[src/logic/pipe_pkg.sv]
`default_nettype none

package pipe_pkg;

  // downstream stages ag ro ex and wb after decode
  localparam int NUM_STAGES = 4;

  // destination slots per decoded op
  localparam int NUM_DEST = 3;

  // architectural register index
  typedef logic [2:0] reg_idx_t;

  // counter register for repne
  localparam reg_idx_t REG_ECX = 3'd1;

  // register and flag writes of one op in 13 bits
  typedef struct packed {
    logic [NUM_DEST-1:0]     ld_reg; // per-slot write enable
    reg_idx_t [NUM_DEST-1:0] dreg;   // per-slot destination
    logic                    ld_zf;  // op writes ZF
  } dest_rec_t;

  // decoded op flags coming into decode control
  typedef struct packed {
    logic      repne;
    logic      hlt;
    logic      iret;
    logic      eip_change;
    dest_rec_t dest;
  } de_op_t;

  // decode stage status
  typedef struct packed {
    logic hlt_stall;
    logic repne_stall;
    logic dep_stall;
    logic br_stall;
    logic iret_op;
    logic stall_de;
  } de_stall_t;

endpackage

`default_nettype wire
[src/logic/de_pipe_ctrl.sv]
`timescale 1ns/1ps
`default_nettype none

module de_pipe_ctrl #(
  parameter int NUM_STAGES = pipe_pkg::NUM_STAGES
) (
  input  logic                clk,
  input  logic                rst,
  input  logic                v_de,
  input  pipe_pkg::de_op_t    de_op,
  input  logic [31:0]         ecx,
  input  logic                zf,
  input  logic                stall_ag,
  input  logic                ag_dep_stall,
  input  logic                dc_exp,
  output pipe_pkg::de_stall_t status,
  output logic                v_ag,
  output logic                ld_ag,
  output logic                retire_v,
  output pipe_pkg::dest_rec_t retire_rec
);

  import pipe_pkg::*;

  dest_rec_t                   ag_rec;
  logic                        ecx_pending;
  logic                        zf_pending;
  logic [NUM_STAGES-1:0]       stage_v;
  dest_rec_t [NUM_STAGES-1:0]  stage_rec;

  de_stall_ctrl de_stall_ctrl_i (
    .clk          (clk),
    .rst          (rst),
    .v_de         (v_de),
    .de_op        (de_op),
    .ecx          (ecx),
    .zf           (zf),
    .ecx_pending  (ecx_pending),
    .zf_pending   (zf_pending),
    .stall_ag     (stall_ag),
    .ag_dep_stall (ag_dep_stall),
    .dc_exp       (dc_exp),
    .status       (status),
    .v_ag         (v_ag),
    .ld_ag        (ld_ag),
    .ag_rec       (ag_rec)
  );

  // stage 0 is ag, last stage is wb
  for (genvar k = 0; k < NUM_STAGES; k++) begin : g_stage
    logic      ld_k;
    logic      v_in_k;
    dest_rec_t rec_in_k;

    if (k == 0) begin : g_ag
      assign ld_k     = ld_ag;
      assign v_in_k   = v_ag;
      assign rec_in_k = ag_rec;
    end else begin : g_down
      assign ld_k     = 1'b1;
      // bubble behind ag while it holds
      assign v_in_k   = (k == 1) ? (stage_v[0] & ld_ag) : stage_v[k-1];
      assign rec_in_k = stage_rec[k-1];
    end

    dest_stage dest_stage_i (
      .clk     (clk),
      .rst     (rst),
      .ld      (ld_k),
      .v_in    (v_in_k),
      .rec_in  (rec_in_k),
      .v_out   (stage_v[k]),
      .rec_out (stage_rec[k])
    );
  end

  hazard_scan #(
    .NUM_STAGES (NUM_STAGES)
  ) hazard_scan_i (
    .stage_v     (stage_v),
    .stage_rec   (stage_rec),
    .ecx_pending (ecx_pending),
    .zf_pending  (zf_pending)
  );

  assign retire_v   = stage_v[NUM_STAGES-1];
  assign retire_rec = stage_rec[NUM_STAGES-1];

endmodule

`default_nettype wire

[src/logic/hazard_scan.sv]
`timescale 1ns/1ps
`default_nettype none

module hazard_scan #(
  parameter int NUM_STAGES = pipe_pkg::NUM_STAGES
) (
  input  logic [NUM_STAGES-1:0]                stage_v,
  input  pipe_pkg::dest_rec_t [NUM_STAGES-1:0] stage_rec,
  output logic                                 ecx_pending,
  output logic                                 zf_pending
);

  import pipe_pkg::*;

  logic [NUM_STAGES-1:0] stage_ecx_hit;
  logic [NUM_STAGES-1:0] stage_zf_hit;

  // per stage match over all destination slots
  always_comb begin
    stage_ecx_hit = '0;
    stage_zf_hit  = '0;
    for (int s = 0; s < NUM_STAGES; s++) begin
      for (int d = 0; d < NUM_DEST; d++) begin
        if (stage_rec[s].ld_reg[d] && stage_rec[s].dreg[d] == REG_ECX) begin
          stage_ecx_hit[s] = stage_v[s];
        end
      end
      stage_zf_hit[s] = stage_v[s] & stage_rec[s].ld_zf;
    end
  end

  assign ecx_pending = |stage_ecx_hit;
  assign zf_pending  = |stage_zf_hit;  // qualified by the repne flag downstream

endmodule

`default_nettype wire

[src/logic/dest_stage.sv]
`timescale 1ns/1ps
`default_nettype none

module dest_stage (
  input  logic                clk,
  input  logic                rst,
  input  logic                ld,
  input  logic                v_in,
  input  pipe_pkg::dest_rec_t rec_in,
  output logic                v_out,
  output pipe_pkg::dest_rec_t rec_out
);

  logic                v_q;
  pipe_pkg::dest_rec_t rec_q;

  always_ff @(posedge clk) begin
    if (rst) begin
      v_q <= 1'b0;
    end else if (ld) begin
      v_q <= v_in;
    end
  end

  // destination record travels with v_q
  always_ff @(posedge clk) begin
    if (ld) begin
      rec_q <= rec_in;
    end
  end

  assign v_out   = v_q;
  assign rec_out = rec_q;

endmodule

`default_nettype wire

[src/logic/de_stall_ctrl.sv]
`timescale 1ns/1ps
`default_nettype none

module de_stall_ctrl (
  input  logic                clk,
  input  logic                rst,
  input  logic                v_de,
  input  pipe_pkg::de_op_t    de_op,
  input  logic [31:0]         ecx,
  input  logic                zf,
  input  logic                ecx_pending,
  input  logic                zf_pending,
  input  logic                stall_ag,
  input  logic                ag_dep_stall,
  input  logic                dc_exp,
  output pipe_pkg::de_stall_t status,
  output logic                v_ag,
  output logic                ld_ag,
  output pipe_pkg::dest_rec_t ag_rec
);

  logic ecx_nz;
  logic repne_flag;      // set while a repne string op is iterating
  logic repne_flag_nxt;
  logic repne_stop;
  logic dep_stall;
  logic stall_de;
  logic kill_ag;

  assign ecx_nz = |ecx;

  // next value of the repeat flag
  always_comb begin
    if (repne_flag) begin
      repne_flag_nxt = ecx_nz & ~zf; // keep going until count or match
    end else begin
      repne_flag_nxt = ecx_nz & de_op.repne;
    end
  end

  always_ff @(posedge clk) begin
    if (rst) begin
      repne_flag <= 1'b0;
    end else begin
      repne_flag <= repne_flag_nxt;
    end
  end

  // repeat ends with zero count on entry, or zero count / ZF during iteration
  always_comb begin
    repne_stop = 1'b0;
    if (!repne_flag) begin
      repne_stop = de_op.repne & ~ecx_nz;
    end else begin
      repne_stop = ~ecx_nz | zf;
    end
  end

  // repne reads ECX and also ZF once iterating
  always_comb begin
    dep_stall = 1'b0;
    if (v_de && de_op.repne) begin
      dep_stall = ecx_pending | (zf_pending & repne_flag);
    end
  end

  assign stall_de = stall_ag | ag_dep_stall;

  // exception flushes decode into ag regardless of stalls
  assign ld_ag = ~stall_de | dc_exp;

  assign kill_ag = de_op.hlt | de_op.iret | dep_stall | repne_stop | dc_exp;

  assign v_ag = v_de & ~kill_ag;

  assign ag_rec = de_op.dest; // record rides along with v_ag qualifying it

  always_comb begin
    status             = '0;
    status.hlt_stall   = v_de & de_op.hlt;
    status.repne_stall = v_de & repne_flag_nxt;
    status.dep_stall   = dep_stall;
    status.br_stall    = v_de & de_op.eip_change;
    status.iret_op     = v_de & de_op.iret;
    status.stall_de    = stall_de;
  end

endmodule

`default_nettype wire

[config.mk]
export PLATFORM = sky130hd
export DESIGN_NAME = de_pipe_ctrl
export DESIGN_NICKNAME = d
export VERILOG_FILES = /design/src/logic/pipe_pkg.sv /design/src/logic/de_pipe_ctrl.sv /design/src/logic/hazard_scan.sv /design/src/logic/dest_stage.sv /design/src/logic/de_stall_ctrl.sv
export SDC_FILE = /design/constraint.sdc
export NUM_CORES = 1
export LEC_CHECK = 0
export ABC_AREA = 0
export BUFFER_PORTS_ARGS = -buffer_cell sky130_fd_sc_hd__buf_2
export CAP_MARGIN = 10
export CORE_UTILIZATION = 46
export CTS_BUF_LIST = sky130_fd_sc_hd__clkbuf_4
export CTS_CLUSTER_DIAMETER = 30
export DETAILED_ROUTE_END_ITERATION = 7
export GPL_TIMING_DRIVEN = 0
export PLACE_DENSITY_LB_ADDON = 0.08
export SYNTH_ARGS = -nofsm -noshare
export SYNTH_HDL_FRONTEND = slang
export SYNTH_HIERARCHICAL = 1
export SYNTH_SLANG_ARGS = --single-unit
[constraint.sdc]
create_clock -name clk -period 1.7 [get_ports clk]
set_input_delay 0.34 -clock clk [delete_from_list [all_inputs] [get_ports clk]]
set_output_delay 0.34 -clock clk [all_outputs]
set_load 0.02 [all_outputs]
Word-level counts from Yosys, hierarchy flattened
Index checks and enable logic that the tools add are counted.
W data, S select, Z words.
- input bits: 56
- register bits: 57
- word-level logic and storage cells: 94
- eq/ne operators: 12
- reductions and logical operators: 16
- mux-type cells: 15
- bitwise gates (word level): 26
- operator list (operator ; number):
    $eq A3 B1 Y1 const B ; 12
    $reduce_or A32 Y1 ; 1
    $mux W1 ; 15
    $and A1 B1 Y1 ; 14
    $logic_and A1 B1 Y1 ; 13
    $or A1 B1 Y1 ; 8
    $reduce_or A4 Y1 ; 2
    $not A1 Y1 ; 4

Depth between registers and ports, before layout
- depth in word-level cells: 13
- gate-level depth with buffers: 9

Cells and area by module
Netlist, hierarchy kept.
- by module, submodules not included (module ; times used ; cells an instance ; sequential area each (µm²) ; area each (µm²)):
    dest_stage ; 4 ; 16 ; 410.4 ; 424.2
    de_stall_ctrl ; 1 ; 45 ; 20.0 ; 315.3
    hazard_scan ; 1 ; 20 ; 0.0 ; 175.2
    de_pipe_ctrl ; 1 ; 2 ; 0.0 ; 10.0

Worst setup path after synthesis
Ideal clock, no wire load.
- path type: flip-flop to output port
- from: register g_stage[3].dest_stage_i.rec_q (netlist bit g_stage[3].dest_stage_i/rec_out[10])
- to: output v_ag
- path buffers: 0
- arrival time: 1891 ps
- setup slack: -531 ps
- data required time: 1360 ps
- stages on the path, launching flop included: 7
- cells stage by stage: edfxtp_1 > nor4bb_1 > o31ai_1 > nand4_1 > a21oi_1 > o21ai_1 > o32ai_1
- cells in the longest elaborated chain, start to end: 12
- ends and longest elaborated chain (item ; RTL line ; text):
    start, declared ; dest_stage.sv:15 ; pipe_pkg::dest_rec_t rec_q;
    start signal, assigned ; dest_stage.sv:28 ; rec_q <= rec_in;
    $logic_and A1 B1 Y1 ; hazard_scan.sv:24 ; if (stage_rec[s].ld_reg[d] && stage_rec[s].dreg[d] == REG_ECX) begin
    $mux W1 (3 in series) ; hazard_scan.sv:24 ;
    $reduce_or A4 Y1 ; hazard_scan.sv:32 ; assign ecx_pending = |stage_ecx_hit;
    via ecx_pending ; de_pipe_ctrl.sv:26 ; logic ecx_pending;
    $or A1 B1 Y1 ; de_stall_ctrl.sv:63 ; dep_stall = ecx_pending | (zf_pending & repne_flag);
    $mux W1 ; de_stall_ctrl.sv:62 ; if (v_de && de_op.repne) begin
    $or A1 B1 Y1 (3 in series) ; de_stall_ctrl.sv:72 ; assign kill_ag = de_op.hlt | de_op.iret | dep_stall | repne_stop | dc_exp;
    $not A1 Y1 ; de_stall_ctrl.sv:74 ; assign v_ag = v_de & ~kill_ag;
    $and A1 B1 Y1 ; de_stall_ctrl.sv:74 ;
    end, declared ; de_pipe_ctrl.sv:17 ; output logic v_ag,
The timed path passes the listed nets, and every way through them passes these cells.

Worst setup path in the final report
- from: register g_stage[0].dest_stage_i.rec_q (netlist bit g_stage[0].dest_stage_i/rec_out[7])
- to: output v_ag
- cells in the longest elaborated chain, start to end: 11
- ends and longest elaborated chain (item ; RTL line):
    start, declared ; dest_stage.sv:15
    start signal, assigned ; dest_stage.sv:28
    $eq A3 B1 Y1 ; hazard_scan.sv:24
    $logic_and A1 B1 Y1 ; hazard_scan.sv:24
    $mux W1 ; hazard_scan.sv:24
    $reduce_or A4 Y1 ; hazard_scan.sv:32
    via ecx_pending ; de_pipe_ctrl.sv:26
    $or A1 B1 Y1 ; de_stall_ctrl.sv:63
    $mux W1 ; de_stall_ctrl.sv:62
    $or A1 B1 Y1 (3 in series) ; de_stall_ctrl.sv:72
    $not A1 Y1 ; de_stall_ctrl.sv:74
    $and A1 B1 Y1 ; de_stall_ctrl.sv:74
The timed path passes the listed nets, and every way through them passes these cells.

==> flow_summary.json <==
{
  "run_status": "complete, but fails checks",
  "failed_checks": "negative setup slack",
  "numPlacedInstances": 288,
  "grt-ovfl-total": 0,
  "wire_length_reported_by_the_detailed_router_um": 3720,
  "synth_area_leader_cell": "edfxtp_1",
  "core_area_um2": 4470,
  "num_io_pins": 78,
  "final_net_count": 306,
  "power.internal_mw": 2.07,
  "number_of_antenna_violations_at_the_first_check_in_global_routing": 0,
  "ys_seq_elements": 57,
  "timing.final.crit_period_ns": 2.53,
  "clock_latency_ns": 0.38,
  "finalSetupViolations": 4,
  "clk_transition_reported_paths_ns": 0.10,
  "hold_buf_count_cts": 0,
  "biggest_fanout_along_the_worst_timing_path": 2,
  "power.leakage_nw": 1.27,
  "grt_start_max_net_pins": 17,
  "finish.utilization": 0.679,
  "floorplan.rows": 24,
  "final_max_slew_viol_count": 0,
  "design.die.area_um2": 5060,
  "critPathLaunchType": "flip-flop",
  "rsz0062_at_grt": "true",
  "gp_congestion": 0.786,
  "pwr_cell_area_nw_per_um2": 903,
  "drt-vias-per-instance": 4.60,
  "n_fill_cell": 345,
  "worst_setup_path_endpoint": "v_ag",
  "worstReg2RegStart": "g_stage[0].dest_stage_i/rec_out[7]",
  "post_synth_main_area_contributors": "edfxtp_1 (71%), nor4bb_1 (5.5%), buf_4 (5.1%)",
  "cts-root-to-sink-buffers": 2,
  "htree_levels": 3,
  "synthTopCellsByCount": "edfxtp_1 (52), buf_4 (15), nor4bb_1 (12), nor4_1 (8), nor2_1 (7)",
  "yosys_warnings": 6,
  "ys.flop_type": "edfxtp_1",
  "fmax_ghz": 0.396,
  "num_antenna_cells": 0,
  "timing.hold.worst_path_depth": 1,
  "grt_pass1_vias": 1341,
  "worstSetupStartpoint": "g_stage[0].dest_stage_i/rec_out[7]",
  "cp-end-kind": "output port",
  "grt_use_total": 0.154,
  "cap_violations": 0,
  "share_clk_of_total_power": 0.291,
  "reg2reg_setup_slack_ns": -0.40,
  "die_y_um": 71.1,
  "tritoncts": "built",
  "synthMostInstantiatedCell": "edfxtp_1",
  "min_period_over_period": 1.49,
  "post_synth_instance_area_um2": 2200,
  "synth_enable_flop_cells": 52,
  "synthCells": 131,
  "vias": 1412,
  "syn_area_per_cell_um2": 16.8,
  "worst_ep_required_time_ns": 1.36,
  "reg2regPathDepth": 11,
  "layout_overhead_on_the_synthesized_area_pct": 38.3,
  "hold_violations": 0,
  "final.setup_skew_ns": 0.0112,
  "cts-buffers-inserted": 9,
  "dr.pass1.iters": 7,
  "final-instance-count-excl-fill": 307,
  "worstPathArrival_ns": 2.19,
  "synth-seq-area-share": 0.756,
  "numPortBuffers": 64,
  "pre_cts_ws_ns": -0.503,
  "hold_slack_final_ns": 0.127,
  "regToRegEndpoint": "g_stage[0].dest_stage_i/v_out",
  "ir_worst_vdd_v": 0.000592,
  "route.detailed.wl_per_inst_um": 12.1,
  "fraction_of_registers_with_async_set_or_reset_after_synthesis": 0,
  "ant_nets": 0,
  "worst-setup-path-type": "flip-flop to output port",
  "share_comb_of_total_power": 0.088,
  "grt_first_pass_wirelength_um": 5630,
  "power.switching_uw": 676,
  "layout-drive-gt1-share": 0.471,
  "fp.dieW_um": 71.1,
  "clock_tree.root_cell": "clkbuf_4",
  "drt_drc_violations_left": 0,
  "start_util": 0.491,
  "seqPwrFrac": 0.621,
  "netlist_cell_types": 24,
  "synth_top_area_share": 0.711,
  "fin_ws_ns": -0.828,
  "swShare": 0.247,
  "number_of_sinks_driven_by_the_clock_tree": 57,
  "drt_iter0_drc": 59,
  "worstHoldPathType": "input pin to flip-flop"
}
[cells by family after synthesis]
family | count (synthesis) | synth area share
AND/OR/NAND/NOR | 41 | 0.132
flip-flops | 57 | 0.756
AO/OA/AOI/OAI | 11 | 0.0370
multiplexers | 4 | 0.0182
buffers and inverters | 17 | 0.0547
other | 1 | 0.00171
[cell usage in the layout (no fill, tap or decap), types with 2 or more instances in the layout]
master and n:
mux2i_1 4, edfxtp_1 52, nor4_4 3, nor4_2 3, clkinv_2 2, nor2_1 6
nor4bb_1 9, o31ai_1 2, nor4_1 2, conb_1 42, buf_6 2, nand2_1 2
nand4_1 3, nor4bb_4 2, and2_2 3, buf_2 62, clkinvlp_4 2, dfxtp_1 4
buf_4 18, o31ai_2 2, inv_1 2, a22oi_1 2, clkbuf_4 9
[state kept, by name, summed over array words and instances, names as in the netlist]
register	flops
de_stall_ctrl_i/repne_flag	1
g_stage.dest_stage_i/rec_out	52
g_stage.dest_stage_i/v_out	4
[what timing repair did]
action / in CTS / in global routing
setup endpoints to repair: 5 / 4
cloned: 0 / 0
pin swaps: 7 / 8
buffers inserted: 1 / 3
resized for setup: 10 / 14
[critical path: stages, from the launching register on]
cell and delay (ns):
edfxtp_1 0.39, nor4bb_2 0.19, o31ai_2 0.25, nand4_1 0.15, a21oi_2 0.19, o21ai_2 0.10, or2_1 0.27, o32ai_4 0.12
buf_6 0.16
[power by group through the flow]
stage	logic, mW	clock network (mW)	registers (mW)
6_report	0.242	0.799	1.70
2_1_floorplan	0.0975	0	1.74
4_1_cts	0.214	0.822	1.70
5_1_grt	0.263	0.888	1.72
3_5_place_dp	0.206	0	1.73
3_3_place_gp	0.204	0	1.72
[layout make-up]
| type | count | area, um^2 | area share |
|---|---|---|---|
| Clock buffer | 9 | 67.6 | 0.0222 |
| Tap cell | 52 | 65.1 | 0.0214 |
| Clock inverter | 7 | 46.3 | 0.0152 |
| Timing Repair Buffer | 68 | 363 | 0.119 |
| Inverter | 2 | 7.51 | 0.00247 |
| Multi-Input combinational cell | 98 | 722 | 0.238 |
| Sequential cell | 57 | 1660 | 0.547 |
| Buffer | 14 | 105 | 0.0346 |
[how the worst min path moves through the flow]
stage | from | endpoint | slack, ns
detailed placement | g_stage[0].dest_stage_i/rec_out[1] | g_stage[1].dest_stage_i/rec_out[1] | 0.43
finish | de_op[7] | g_stage[0].dest_stage_i/rec_out[7] | 0.13
global route | de_op[7] | g_stage[0].dest_stage_i/rec_out[7] | 0.09
floorplan | rst | g_stage[0].dest_stage_i/v_out | 0.41
global placement | g_stage[2].dest_stage_i/rec_out[4] | g_stage[3].dest_stage_i/rec_out[4] | 0.42
CTS | de_op[6] | g_stage[0].dest_stage_i/rec_out[6] | 0.10
[routing by layer]
metal | up-vias | global-route usage | wire length (um)
li1 | 708 | - | -
met5 | - | 0 | 0
met1 | 639 | 0.170 | 1570
met3 | 14 | 0.0484 | 184
met4 | 0 | 0.0933 | 87
met2 | 51 | 0.261 | 1880
[through the flow]
stage	total power, mW	setup TNS (ns)	area, um^2
after floorplan	1.83	-0.530	2380
after global placement	1.93	-1.22	2770
after detailed placement	1.94	-1.21	2770
after CTS	2.74	-1.82	2930
after global routing	2.87	-2.23	3040
final	2.74	-1.69	3040
Power figures use the tool's default switching activity.
